<file path="src/include/cpu_macros.svh">
`ifndef CPU_MACROS_SVH
`define CPU_MACROS_SVH

`define CPU_XLEN      32             // data and address width.
`define CPU_NREGS     16
`define CPU_RIDX_W    4              // register index width.
`define CPU_RESET_PC  32'h0000_0000

`endif

</file>
<file path="src/rtl/cpu_pkg.sv">
`default_nettype none
`include "cpu_macros.svh"

package cpu_pkg;

  typedef enum logic [5:0] {
    OP_NOP  = 6'h00,
    OP_ADD  = 6'h01,
    OP_SUB  = 6'h02,
    OP_AND  = 6'h03,
    OP_OR   = 6'h04,
    OP_XOR  = 6'h05,
    OP_ADDI = 6'h06,
    OP_LW   = 6'h07,
    OP_SW   = 6'h08,
    OP_BEQ  = 6'h09,
    OP_BNE  = 6'h0a,
    OP_JAL  = 6'h0b
  } opcode_e;

  // branch and jal offsets count words.
  typedef struct packed {
    opcode_e                 op;
    logic [`CPU_RIDX_W-1:0]  rd;
    logic [`CPU_RIDX_W-1:0]  rs1;
    logic [`CPU_RIDX_W-1:0]  rs2;
    logic [13:0]             imm;
  } instr_t;

  typedef struct packed {
    logic                    valid;
    logic [`CPU_XLEN-1:0]    pc;
    opcode_e                 op;
    logic [`CPU_RIDX_W-1:0]  rd;
    logic [`CPU_XLEN-1:0]    rs1_val;
    logic [`CPU_XLEN-1:0]    rs2_val;
    logic [`CPU_XLEN-1:0]    imm;     // sign extended.
  } dec_exe_t;

  typedef struct packed {
    logic                    valid;
    logic [`CPU_XLEN-1:0]    pc;
    opcode_e                 op;
    logic [`CPU_RIDX_W-1:0]  rd;
    logic [`CPU_XLEN-1:0]    result;  // alu result or load/store address.
    logic [`CPU_XLEN-1:0]    sdata;
    logic                    wr_en;
  } exe_mem_t;

  typedef struct packed {
    logic                    rd;
    logic                    wr;
    logic                    is_instr;
    logic [`CPU_XLEN-1:0]    addr;
    logic [`CPU_XLEN-1:0]    wdata;
  } mem_req_t;

  typedef struct packed {
    logic                    valid;
    logic [`CPU_XLEN-1:0]    pc;
    logic [`CPU_RIDX_W-1:0]  rd;
    logic                    wr_en;
    logic [`CPU_XLEN-1:0]    data;
  } retire_t;

  typedef struct packed {
    logic                    taken;
    logic [`CPU_XLEN-1:0]    target;
  } redirect_t;

  function automatic logic op_writes_rd(input opcode_e op);
    return op inside {OP_ADD, OP_SUB, OP_AND, OP_OR, OP_XOR, OP_ADDI, OP_LW, OP_JAL};
  endfunction

endpackage

`default_nettype wire

</file>
<file path="src/rtl/alu_stage.sv">
`timescale 1ns/1ps
`default_nettype none
`include "cpu_macros.svh"

module alu_stage
  import cpu_pkg::*;
(
  input  wire             clk_i,
  input  wire             rst_i,
  input  wire             stall_i,
  input  wire dec_exe_t   exe_i,
  output redirect_t       redir_o,
  output exe_mem_t        mem_o
);

  logic [`CPU_XLEN-1:0]    result;
  logic [`CPU_XLEN-1:0]    target;
  logic                    taken;

  // execute/memory register.
  logic                    valid_q;
  logic [`CPU_XLEN-1:0]    pc_q;
  opcode_e                 op_q;
  logic [`CPU_RIDX_W-1:0]  rd_q;
  logic [`CPU_XLEN-1:0]    res_q;
  logic [`CPU_XLEN-1:0]    sdata_q;
  logic                    wr_q;

  assign target = exe_i.pc + (exe_i.imm << 2);  // word offset.

  always_comb begin
    result = '0;
    taken  = 1'b0;
    case (exe_i.op)
      OP_ADD:  result = exe_i.rs1_val + exe_i.rs2_val;
      OP_SUB:  result = exe_i.rs1_val - exe_i.rs2_val;
      OP_AND:  result = exe_i.rs1_val & exe_i.rs2_val;
      OP_OR:   result = exe_i.rs1_val | exe_i.rs2_val;
      OP_XOR:  result = exe_i.rs1_val ^ exe_i.rs2_val;
      OP_ADDI, OP_LW, OP_SW: begin
        result = exe_i.rs1_val + exe_i.imm;
      end
      OP_BEQ:  taken = (exe_i.rs1_val == exe_i.rs2_val);
      OP_BNE:  taken = (exe_i.rs1_val != exe_i.rs2_val);
      OP_JAL: begin
        result = exe_i.pc + `CPU_XLEN'(4);  // link value.
        taken  = 1'b1;
      end
      default: result = '0;
    endcase
  end

  // fire once, on the edge the branch moves on.
  assign redir_o = '{taken: exe_i.valid & taken & ~stall_i, target: target};

  always_ff @(posedge clk_i) begin
    if (!rst_i) begin
      valid_q <= 1'b0;
    end else if (!stall_i) begin
      valid_q <= exe_i.valid;
    end
  end

  always_ff @(posedge clk_i) begin
    if (!stall_i) begin
      pc_q    <= exe_i.pc;
      op_q    <= exe_i.op;
      rd_q    <= exe_i.rd;
      res_q   <= result;
      sdata_q <= exe_i.rs2_val;
      wr_q    <= op_writes_rd(exe_i.op);
    end
  end

  assign mem_o = '{valid:  valid_q,
                   pc:     pc_q,
                   op:     op_q,
                   rd:     rd_q,
                   result: res_q,
                   sdata:  sdata_q,
                   wr_en:  wr_q};

endmodule

`default_nettype wire

</file>
<file path="src/rtl/cpu.sv">
`timescale 1ns/1ps
`default_nettype none
`include "cpu_macros.svh"

module cpu
  import cpu_pkg::*;
(
  input  wire                  clk_i,
  input  wire                  rst_i,
  output mem_req_t             mem_req_o,
  input  wire                  mem_valid_i,
  input  wire [`CPU_XLEN-1:0]  mem_rdata_i,
  output retire_t              retire_o
);

  mem_req_t                f_req;
  mem_req_t                m_req;
  logic                    mem_gnt;
  logic                    busy_q;       // a transfer is on the port.
  logic                    owner_mem_q;

  logic                    dec_valid;
  logic [`CPU_XLEN-1:0]    dec_pc;
  instr_t                  dec_instr;
  logic [`CPU_RIDX_W-1:0]  rs1;
  logic [`CPU_RIDX_W-1:0]  rs2;
  logic [`CPU_XLEN-1:0]    rs1_data;
  logic [`CPU_XLEN-1:0]    rs2_data;
  dec_exe_t                dec_exe;
  logic                    hazard;
  redirect_t               redir;
  exe_mem_t                exe_mem;
  logic                    stall;
  logic                    wb_en;
  logic [`CPU_RIDX_W-1:0]  wb_reg;
  logic [`CPU_XLEN-1:0]    wb_data;

  // data side first, but an open transfer keeps its owner.
  assign mem_gnt   = busy_q ? owner_mem_q : (m_req.rd | m_req.wr);
  assign mem_req_o = mem_gnt ? m_req : f_req;

  always_ff @(posedge clk_i) begin
    if (!rst_i) begin
      busy_q      <= 1'b0;
      owner_mem_q <= 1'b0;
    end else begin
      busy_q      <= (mem_req_o.rd | mem_req_o.wr) & ~mem_valid_i;
      owner_mem_q <= mem_gnt;
    end
  end

  fetch_stage u_fetch (
    .clk_i       (clk_i),
    .rst_i       (rst_i),
    .stall_i     (stall),
    .hazard_i    (hazard),
    .redir_i     (redir),
    .grant_i     (~mem_gnt),
    .rsp_valid_i (mem_valid_i),
    .rdata_i     (mem_rdata_i),
    .req_o       (f_req),
    .dec_valid_o (dec_valid),
    .dec_pc_o    (dec_pc),
    .dec_instr_o (dec_instr)
  );

  decode_stage u_decode (
    .clk_i      (clk_i),
    .rst_i      (rst_i),
    .valid_i    (dec_valid),
    .pc_i       (dec_pc),
    .instr_i    (dec_instr),
    .stall_i    (stall),
    .redir_i    (redir),
    .rs1_data_i (rs1_data),
    .rs2_data_i (rs2_data),
    .rs1_o      (rs1),
    .rs2_o      (rs2),
    .exe_o      (dec_exe),
    .hazard_o   (hazard)
  );

  rbank u_rbank (
    .clk_i     (clk_i),
    .rst_i     (rst_i),
    .wr_en_i   (wb_en),
    .wr_reg_i  (wb_reg),
    .wr_data_i (wb_data),
    .rd_a_i    (rs1),
    .rd_b_i    (rs2),
    .a_data_o  (rs1_data),
    .b_data_o  (rs2_data)
  );

  alu_stage u_alu (
    .clk_i   (clk_i),
    .rst_i   (rst_i),
    .stall_i (stall),
    .exe_i   (dec_exe),
    .redir_o (redir),
    .mem_o   (exe_mem)
  );

  mem_stage u_mem (
    .clk_i       (clk_i),
    .rst_i       (rst_i),
    .mem_i       (exe_mem),
    .grant_i     (mem_gnt),
    .rsp_valid_i (mem_valid_i),
    .rdata_i     (mem_rdata_i),
    .req_o       (m_req),
    .stall_o     (stall),
    .wb_en_o     (wb_en),
    .wb_reg_o    (wb_reg),
    .wb_data_o   (wb_data),
    .retire_o    (retire_o)
  );

endmodule

`default_nettype wire

</file>
<file path="src/rtl/decode_stage.sv">
`timescale 1ns/1ps
`default_nettype none
`include "cpu_macros.svh"

module decode_stage
  import cpu_pkg::*;
(
  input  wire                     clk_i,
  input  wire                     rst_i,
  input  wire                     valid_i,
  input  wire [`CPU_XLEN-1:0]     pc_i,
  input  wire instr_t             instr_i,
  input  wire                     stall_i,
  input  wire redirect_t          redir_i,
  input  wire [`CPU_XLEN-1:0]     rs1_data_i,
  input  wire [`CPU_XLEN-1:0]     rs2_data_i,
  output logic [`CPU_RIDX_W-1:0]  rs1_o,
  output logic [`CPU_RIDX_W-1:0]  rs2_o,
  output dec_exe_t                exe_o,
  output logic                    hazard_o
);

  // decode/execute register.
  logic                    exe_valid_q;
  logic [`CPU_XLEN-1:0]    pc_q;
  opcode_e                 op_q;
  logic [`CPU_RIDX_W-1:0]  rd_q;
  logic [`CPU_XLEN-1:0]    a_q;
  logic [`CPU_XLEN-1:0]    b_q;
  logic [`CPU_XLEN-1:0]    imm_q;

  // shadow of the destination now in the memory stage.
  logic                    mem_pend_q;
  logic [`CPU_RIDX_W-1:0]  mem_rd_q;

  logic [`CPU_XLEN-1:0]    imm_ext;
  logic                    exe_pend;
  logic                    use_rs1;
  logic                    use_rs2;
  logic                    busy_rs1;
  logic                    busy_rs2;

  assign rs1_o    = instr_i.rs1;
  assign rs2_o    = instr_i.rs2;
  assign imm_ext  = `CPU_XLEN'(signed'(instr_i.imm));
  assign exe_pend = exe_valid_q & op_writes_rd(op_q) & (rd_q != '0);

  always_comb begin
    use_rs1  = !(instr_i.op inside {OP_NOP, OP_JAL});
    use_rs2  = instr_i.op inside {OP_ADD, OP_SUB, OP_AND, OP_OR, OP_XOR,
                                  OP_SW, OP_BEQ, OP_BNE};
    busy_rs1 = (exe_pend && instr_i.rs1 == rd_q) || (mem_pend_q && instr_i.rs1 == mem_rd_q);
    busy_rs2 = (exe_pend && instr_i.rs2 == rd_q) || (mem_pend_q && instr_i.rs2 == mem_rd_q);
    hazard_o = valid_i & ((use_rs1 & busy_rs1) | (use_rs2 & busy_rs2));
  end

  always_ff @(posedge clk_i) begin
    if (!rst_i) begin
      exe_valid_q <= 1'b0;
      mem_pend_q  <= 1'b0;
    end else if (!stall_i) begin
      exe_valid_q <= valid_i & ~hazard_o & ~redir_i.taken;  // bubble on hazard or flush.
      mem_pend_q  <= exe_pend;
    end
  end

  always_ff @(posedge clk_i) begin
    if (!stall_i) begin
      pc_q     <= pc_i;
      op_q     <= instr_i.op;
      rd_q     <= instr_i.rd;
      a_q      <= rs1_data_i;
      b_q      <= rs2_data_i;
      imm_q    <= imm_ext;
      mem_rd_q <= rd_q;
    end
  end

  assign exe_o = '{valid:   exe_valid_q,
                   pc:      pc_q,
                   op:      op_q,
                   rd:      rd_q,
                   rs1_val: a_q,
                   rs2_val: b_q,
                   imm:     imm_q};

endmodule

`default_nettype wire

</file>
<file path="src/rtl/fetch_stage.sv">
`timescale 1ns/1ps
`default_nettype none
`include "cpu_macros.svh"

module fetch_stage
  import cpu_pkg::*;
(
  input  wire                   clk_i,
  input  wire                   rst_i,
  input  wire                   stall_i,
  input  wire                   hazard_i,
  input  wire redirect_t        redir_i,
  input  wire                   grant_i,
  input  wire                   rsp_valid_i,
  input  wire instr_t           rdata_i,
  output mem_req_t              req_o,
  output logic                  dec_valid_o,
  output logic [`CPU_XLEN-1:0]  dec_pc_o,
  output instr_t                dec_instr_o
);

  logic                  run_q;
  logic                  wait_q;     // request on the port, response still due.
  logic                  discard_q;  // in-flight word is from a flushed path.
  logic [`CPU_XLEN-1:0]  pc_q;
  logic [`CPU_XLEN-1:0]  faddr_q;
  logic                  dec_valid_q;
  logic [`CPU_XLEN-1:0]  dec_pc_q;
  instr_t                dec_instr_q;

  logic                  consume;
  logic                  issue;
  logic                  fetch_rd;
  logic [`CPU_XLEN-1:0]  fetch_addr;
  logic                  on_bus;
  logic                  done;
  logic                  keep;

  assign consume    = dec_valid_q & ~stall_i & ~hazard_i;
  // only start a fetch when the word will have somewhere to go.
  assign issue      = run_q & ~wait_q & (~dec_valid_q | consume) & ~redir_i.taken;
  assign fetch_rd   = wait_q | issue;
  assign fetch_addr = wait_q ? faddr_q : pc_q;
  assign on_bus     = fetch_rd & grant_i;
  assign done       = on_bus & rsp_valid_i;
  assign keep       = done & ~discard_q & ~redir_i.taken;

  assign req_o = '{rd: fetch_rd, wr: 1'b0, is_instr: 1'b1, addr: fetch_addr, wdata: '0};

  always_ff @(posedge clk_i) begin
    if (!rst_i) begin
      run_q       <= 1'b0;
      wait_q      <= 1'b0;
      discard_q   <= 1'b0;
      pc_q        <= `CPU_RESET_PC;
      dec_valid_q <= 1'b0;
    end else begin
      run_q     <= 1'b1;
      wait_q    <= on_bus & ~rsp_valid_i;
      discard_q <= wait_q & ~done & (discard_q | redir_i.taken);
      if (redir_i.taken) begin
        pc_q <= redir_i.target;
      end else if (on_bus && !wait_q) begin
        pc_q <= pc_q + `CPU_XLEN'(4);  // advance once the port takes the fetch.
      end
      if (redir_i.taken) dec_valid_q <= 1'b0;
      else if (keep)     dec_valid_q <= 1'b1;
      else if (consume)  dec_valid_q <= 1'b0;
    end
  end

  always_ff @(posedge clk_i) begin
    if (on_bus && !wait_q) faddr_q <= pc_q;
    if (keep) begin
      dec_pc_q    <= fetch_addr;
      dec_instr_q <= rdata_i;
    end
  end

  assign dec_valid_o = dec_valid_q;
  assign dec_pc_o    = dec_pc_q;
  assign dec_instr_o = dec_instr_q;

endmodule

`default_nettype wire

</file>
<file path="src/rtl/mem_stage.sv">
`timescale 1ns/1ps
`default_nettype none
`include "cpu_macros.svh"

module mem_stage
  import cpu_pkg::*;
(
  input  wire                     clk_i,
  input  wire                     rst_i,
  input  wire exe_mem_t           mem_i,
  input  wire                     grant_i,
  input  wire                     rsp_valid_i,
  input  wire [`CPU_XLEN-1:0]     rdata_i,
  output mem_req_t                req_o,
  output logic                    stall_o,
  output logic                    wb_en_o,
  output logic [`CPU_RIDX_W-1:0]  wb_reg_o,
  output logic [`CPU_XLEN-1:0]    wb_data_o,
  output retire_t                 retire_o
);

  logic                    is_load;
  logic                    is_store;
  logic                    done;
  logic                    advance;

  logic                    wb_valid_q;
  logic                    wb_en_q;
  logic [`CPU_RIDX_W-1:0]  wb_rd_q;
  logic [`CPU_XLEN-1:0]    wb_data_q;
  logic [`CPU_XLEN-1:0]    wb_pc_q;

  assign is_load  = mem_i.valid & (mem_i.op == OP_LW);
  assign is_store = mem_i.valid & (mem_i.op == OP_SW);
  assign done     = (is_load | is_store) & grant_i & rsp_valid_i;
  assign stall_o  = (is_load | is_store) & ~done;  // hold upstream until the response.
  assign advance  = mem_i.valid & ~stall_o;

  // the request stays put since the stage register is frozen by stall.
  assign req_o = '{rd:       is_load,
                   wr:       is_store,
                   is_instr: 1'b0,
                   addr:     mem_i.result,
                   wdata:    mem_i.sdata};

  always_ff @(posedge clk_i) begin
    if (!rst_i) begin
      wb_valid_q <= 1'b0;
      wb_en_q    <= 1'b0;
    end else begin
      wb_valid_q <= advance;
      wb_en_q    <= advance & mem_i.wr_en;
    end
  end

  always_ff @(posedge clk_i) begin
    if (advance) begin
      wb_rd_q   <= mem_i.rd;
      wb_data_q <= is_load ? rdata_i : mem_i.result;
      wb_pc_q   <= mem_i.pc;
    end
  end

  assign wb_en_o   = wb_en_q;
  assign wb_reg_o  = wb_rd_q;
  assign wb_data_o = wb_data_q;

  assign retire_o = '{valid: wb_valid_q,
                      pc:    wb_pc_q,
                      rd:    wb_rd_q,
                      wr_en: wb_en_q,
                      data:  wb_data_q};

endmodule

`default_nettype wire

</file>
<file path="src/rtl/rbank.sv">
`timescale 1ns/1ps
`default_nettype none
`include "cpu_macros.svh"

module rbank (
  input  wire                     clk_i,
  input  wire                     rst_i,
  input  wire                     wr_en_i,
  input  wire [`CPU_RIDX_W-1:0]   wr_reg_i,
  input  wire [`CPU_XLEN-1:0]     wr_data_i,
  input  wire [`CPU_RIDX_W-1:0]   rd_a_i,
  input  wire [`CPU_RIDX_W-1:0]   rd_b_i,
  output logic [`CPU_XLEN-1:0]    a_data_o,
  output logic [`CPU_XLEN-1:0]    b_data_o
);

  logic [`CPU_XLEN-1:0] regs_q [`CPU_NREGS];
  logic                 wr_live;

  assign wr_live = wr_en_i & (wr_reg_i != '0);  // r0 stays zero.

  always_ff @(posedge clk_i) begin
    if (!rst_i) begin
      for (int i = 0; i < `CPU_NREGS; i++) begin
        regs_q[i] <= '0;
      end
    end else if (wr_live) begin
      regs_q[wr_reg_i] <= wr_data_i;
    end
  end

  // write-through so a read in the write cycle sees the new value.
  always_comb begin
    a_data_o = (wr_live && wr_reg_i == rd_a_i) ? wr_data_i : regs_q[rd_a_i];
    b_data_o = (wr_live && wr_reg_i == rd_b_i) ? wr_data_i : regs_q[rd_b_i];
  end

endmodule

`default_nettype wire

</file>
<file path="config.mk">
export PLATFORM = sky130hd
export DESIGN_NAME = cpu
export DESIGN_NICKNAME = d
export VERILOG_FILES = /design/src/rtl/cpu_pkg.sv /design/src/rtl/alu_stage.sv /design/src/rtl/cpu.sv /design/src/rtl/decode_stage.sv /design/src/rtl/fetch_stage.sv /design/src/rtl/mem_stage.sv /design/src/rtl/rbank.sv
export VERILOG_INCLUDE_DIRS = /design/src /design/src/include
export SDC_FILE = /design/constraint.sdc
export NUM_CORES = 2
export LEC_CHECK = 0
export BUFFER_PORTS_ARGS = -buffer_cell sky130_fd_sc_hd__buf_4
export CORE_ASPECT_RATIO = 1.4
export CORE_MARGIN = 1.5
export CORE_UTILIZATION = 50
export DETAILED_ROUTE_END_ITERATION = 8
export PLACE_DENSITY = 0.66
export SLEW_MARGIN = 15
export SYNTH_ARGS = -nofsm -noshare
export SYNTH_HDL_FRONTEND = slang
export SYNTH_SLANG_ARGS = --single-unit
</file>
<file path="constraint.sdc">
create_clock -name clk_i -period 23 [get_ports clk_i]
set_input_delay 6.9 -clock clk_i [delete_from_list [all_inputs] [get_ports clk_i]]
set_output_delay 6.9 -clock clk_i [all_outputs]
set_load 0.02 [all_outputs]
</file>
After elaboration in Yosys (flattened, before gate mapping)
Memories as Yosys holds them, arrays and structs flattened. A register that Yosys moved wholly into a read port is not among the register bits. Index checks and enable logic that the tools add are counted.

Register bits: 434. RAM bits: 512. Input port bits: 35. Memories: 1.

$add $sub $neg: 6. Equality and inequality tests: 30. Multiplexer cells: 22. Bitwise gates (word level): 50. Reduce and logical (&&, ||, !) cells: 22.

Memories: u_rbank.regs_q (depth 16, bits a word 32, read ports 2, clocked after memory_dff 2, wr ports 16, RTL line rbank.sv:17) `` logic [`CPU_XLEN-1:0] regs_q [`CPU_NREGS]; ``.

Operators with widths (count): 2-to-1 mux 32 bit (7); one-hot mux 32 bit (7 select lines) (1); adder 32 bit (3); 2-to-1 mux 67 bit (1); adder 32 x 3 -> 32 bit (second input constant) (2); == test 6 x 4 -> 1 bit (second input constant) (9); == test 6 x 3 -> 1 bit (second input constant) (7); AND 32 bit (1); == test 32 bit (1); != test 32 bit (1); bitwise OR 32 bit (1); OR reduction 32 bit (1); subtractor 32 bit (1); bitwise XOR 32 bit (1); AND 1 bit (30); == test 4 bit (6); == test 6 x 2 -> 1 bit (second input constant) (4); nonzero test 8 bit (2); == test 6 x 1 -> 1 bit (second input constant) (2); 2-to-1 mux 4 bit (3); NOT 1 bit (11); 2-to-1 mux 1 bit (9); nonzero test 4 bit (2); logical AND 1 bit (7); 8 further kinds (17).

Longest topological paths before layout
Depth in word-level cells: 20. Mapped depth: 16.

Hierarchy
From an unflattened synthesis, not the netlist that was laid out.

Cell total of the unflattened synthesis: 3922. Area total of the unflattened synthesis: 52909.5 um^2.

Modules (own cells, without submodules): rbank (instances 1, cells an instance 1733, area an instance 27133.5 um^2); alu_stage (instances 1, cells an instance 1255, area an instance 11324.6 um^2); fetch_stage (instances 1, cells an instance 420, area an instance 5559.1 um^2); decode_stage (instances 1, cells an instance 203, area an instance 4315.4 um^2); mem_stage (instances 1, cells an instance 222, area an instance 3494.6 um^2); cpu (instances 1, cells an instance 89, area an instance 1082.3 um^2).

Worst setup path after synthesis
Ideal clock, no wire load.

Path type: input-to-output. From: in mem_valid_i. To: out mem_req_o[66] (netlist bit). Arrival time: 8123 ps. Slack: 7977 ps. Stages on the path: 7. Path buffers: 1. Cell sequence: a221oi_4 nand4b_1 or2_1 buf_4 a31oi_1 nand2b_1 nand2_1.

RTL lines: from (decl) (RTL line cpu.sv:11) `input wire mem_valid_i,`; to (decl) (RTL line cpu.sv:10) `output mem_req_t mem_req_o,`.

==> Flow_metrics.wiki <==
{| class="wikitable"
! Metric !! Value
|-
| Share of cells above drive strength 1 || 23.9%
|-
| Critical path fanouts, max || 26
|-
| I/O pin total || 172
|-
| Number of slew-limit violations in the final report || 0
|-
| Total inserted antenna cells || 0
|-
| Antenna violations before repair || 5
|-
| FFs w/ async S/R, synth || 0%
|-
| First-pass GRT wire length || 218000 um
|-
| Largest net degree at the start of global routing || 105
|-
| Top achievable clock speed || 63.2 MHz
|-
| Vias in the first global route || 32.7k
|-
| Most used flip-flop cell after synthesis || edfxtp_1
|-
| Worst path slowest cell || a221oi_4
|-
| Arr. time, crit path || 8.93 ns
|-
| Antenna-violating nets left || 0
|-
| Outcome || finished, final reports clean
|-
| Cell family contributing the most delay on the critical path || simple AND/OR/NAND/NOR gates
|-
| Worst hold path class || reg -> reg
|-
| Number of register bits inferred by synthesis || 954
|-
| Final Total Pwr || 4.37 mW
|-
| Leakage component of the power || 21.1 nW
|-
| Height of the die || 380 um
|-
| Placement-stage cell area || 53800 um^2
|-
| Unique cell type count in the Yosys netlist || 88
|-
| Sequential element share of the synthesized area || 55.4%
|-
| CTS tree || yes
|-
| First-pass iteration count of the detailed router || 6
|-
| Required time of the worst setup path || 16.10 ns
|-
| Layout area overhead || 11.7%
|-
| Clock insertion delay at the later pin of the skew report || 0.72 ns
|-
| Startpoint types || primary input
|-
| Buffer depth of the longest clock path || 3
|-
| Clock sink count || 954
|-
| WL per Instance || 29.1 um
|-
| Final Hold Viols || 0
|-
| Count of nets after finishing || 3956
|-
| Hold-fix buffer count after cts || 0
|-
| Worst setup skew after layout || 0.0319 ns
|-
| DRC violation count after routing || 0
|-
| Final WL || 150000 um
|-
| Kind of end point of the critical path || output port
|-
| Accumulated negative setup slack || 0 ns
|-
| Area of the die || 104000 um^2
|-
| Count of instances resized after the clock tree is built || 0
|-
| Number of buffer and inverter stages on the critical path || 3
|-
| Peak supply drop || 0.0688 mV
|-
| Synthesized netlist cell count || 3629
|-
| Part of the cycle the worst path needs || 68.8%
|-
| Crit-path most repeated cell || buf_4
|-
| CTS Root Buffer Type || clkbuf_16
|-
| Post-DP HPWL || 97300 um
|-
| Slew of the pin with the lowest slew margin || 1.19 ns
|-
| Number of I/O port buffers || 171
|-
| Worst Setup Path Type || in -> out
|-
| Unrepaired setup endpoints after global routing || false
|-
| Delay contributed by the slowest stage of the critical path || 0.55 ns
|-
| Overall overflow remaining after global route || 0
|-
| Power density over cell area || 77.0 nW/um^2
|-
| Final instance area || 56700 um^2
|-
| List of cells traversed by the critical path || buf_4 > a221oi_4 > nand4b_1 > or2_1 > buf_4 > a31oi_1 > nand2b_1 > nand2_1 > buf_4
|-
| Netlist area before placement || 50800 um^2
|-
| Routability cong. || 0.947
|-
| Core area || 101000 um^2
|-
| Worst-path clk slew || 0.06 ns
|-
| EDFF count, synth || 903
|-
| Global Route Usage Sum || 29.1%
|-
| Initial cell density of the core || 50.4%
|-
| First DRT Iteration DRCs || 3492
|-
| # setup viols final || 0
|-
| Minimum period implied by the final worst setup slack || 15.83 ns
|-
| Number of rows in the core area || 138
|-
| Worst hold slack after final layout || 0.414 ns
|-
| Max-cap violations || 0
|-
| Max_slew headroom || 20.2%
|-
| Post-CTS repair timing setup buffer count || 0
|-
| Warning count from the yosys run || 0
|-
| TritonCTS buffer count || 93
|-
| Number of H-tree branching levels || 3
|-
| Post-synthesis average cell area || 14.0 um^2
|-
| Vias per Instance || 6.25
|-
| Die boundary width || 272 um
|-
| Total via count in the routed design || 32.3k
|}
registers in the layout, summed over array words and instances (netlist names), 6 cells and up, named ones only:
register / count
u_fetch.faddr_q: 32
u_alu.sdata_q: 32
u_alu.res_q: 32
u_rbank.regs_q: 512
u_decode.b_q: 32
u_mem.wb_pc_q: 32
u_alu.op_q: 6
u_decode.imm_q: 14
u_fetch.pc_q: 32
u_alu.pc_q: 32
u_mem.wb_data_o: 32
u_decode.op_q: 6
u_fetch.dec_instr_o: 32
u_decode.a_q: 32
u_fetch.dec_pc_o: 32
u_decode.pc_q: 32
worst register-to-register path: cells and delay by family (launching register included):
| family | cells | cell delay, ns |
|---|---|---|
| multiplexers | 2 | 0.61 |
| AO/OA/AOI/OAI | 6 | 3.09 |
| flip-flops | 1 | 0.36 |
| AND/OR/NAND/NOR | 4 | 1.37 |
| buffers and inverters | 3 | 1.07 |
| adder cells (fa/ha/maj) | 1 | 0.36 |
layer usage:
| layer | part of all wire, % | global-route usage [%] | vias to the layer above |
|---|---|---|---|
| met1 | 37 | 35.6 | 16366 |
| li1 | - | - | 14040 |
| met3 | 6.9 | 4.07 | 414 |
| met4 | 5.8 | 16.5 | 0 |
| met5 | 0 | 0 | - |
| met2 | 50 | 49.5 | 1462 |
cell usage after synthesis (all sizes together), types with 14 or more instances:
master,n,area [um^2]
edfxtp,903,27100
and2,523,3270
mux4,320,7210
clkbuf,196,736
nand2,194,736
ha,157,1960
mux2,144,1650
inv,117,439
nor2,113,424
o21ai,110,551
a21oi,96,495
xnor2,94,823
nor3,71,360
dfxtp,51,1020
xor2,48,420
buf,41,190
nand3,38,190
nand2b,36,225
a211oi,26,200
a221oi,24,228
o221ai,23,201
and3,20,125
a21o,19,143
nand4,19,125
o22ai,19,119
a31oi,18,113
o21a,15,113
nor4,14,103
o211ai,14,105
o21bai,14,105
stage by stage:
step                worst slack, ns  std cells  utilization, %
finish                         7.17       5168            56.3
global route                   7.02       5168            56.3
CTS                            7.17       5168            56.3
detailed placement             7.18       4996            53.3
global placement               7.18       4996            53.3
floorplan                      7.98       3660               -
final timing paths:
kind	slack, ns	end	from	depth (start not counted)
worst max register to register	15.87	u_alu.res_q[31]$_DFFE_PN_	u_decode.op_q[0]$_DFFE_PN_	16
worst min register to register	0.41	u_mem.wb_pc_q[1]$_DFFE_PP_	u_alu.pc_q[1]$_DFFE_PN_	0
worst max-delay path	7.17	mem_req_o[66]	mem_valid_i	9
worst min-delay path	0.41	u_mem.wb_pc_q[1]$_DFFE_PP_	u_alu.pc_q[1]$_DFFE_PN_	0
cell type report:
cell class	count	area, um^2
Clock buffer	119	2470
Clock inverter	53	510
Fill cell	8150	44100
Inverter	117	447
Multi-Input combinational cell	2352	21600
Sequential cell	954	28200
Tap cell	1330	1660
Timing Repair Buffer	243	1850
where the power goes:
group	internal, mW	total [mW]	switching [mW]
Combinational	0.324	0.751	0.427
Clock	0.843	1.53	0.691
Sequential	2.00	2.08	0.0812
Total	3.17	4.37	1.20
cell usage in the layout (no fill, tap or decap), types with 11 or more instances in the layout:
cell       count
o22ai_1       19
inv_1        113
o221ai_1      23
a31oi_1       18
a22o_1        11
a211oi_1      25
o211ai_1      14
ha_1         157
nor2_1       101
nor3_1        67
mux4_2       320
a221oi_1      23
edfxtp_1     903
nand3_1       38
xnor2_1       94
buf_4        241
nand2b_1      29
and3_1        19
nand2_1      193
nand4_1       18
clkinv_1      13
dfxtp_1       42
o21ai_0      100
mux2i_1       12
mux2_2       136
a21o_1        18
conb_1        32
a21oi_1       94
xor2_1        48
and4_1        11
clkinv_2      19
o21a_1        15
clkbuf_16     94
or3_1         12
clkbuf_1      23
o21bai_1      14
and2_1       523
kinds of logic after synthesis:
kind of cell,share of synthesized area [%]
AND/OR/NAND/NOR,11.8
flip-flops,55.4
multiplexers,17.7
AO/OA/AOI/OAI,6.00
buffers and inverters,2.69
adder cells (fa/ha/maj),3.98
XOR/XNOR,2.45
other,0.00738
No activity file was read; power rests on OpenSTA's default activity.
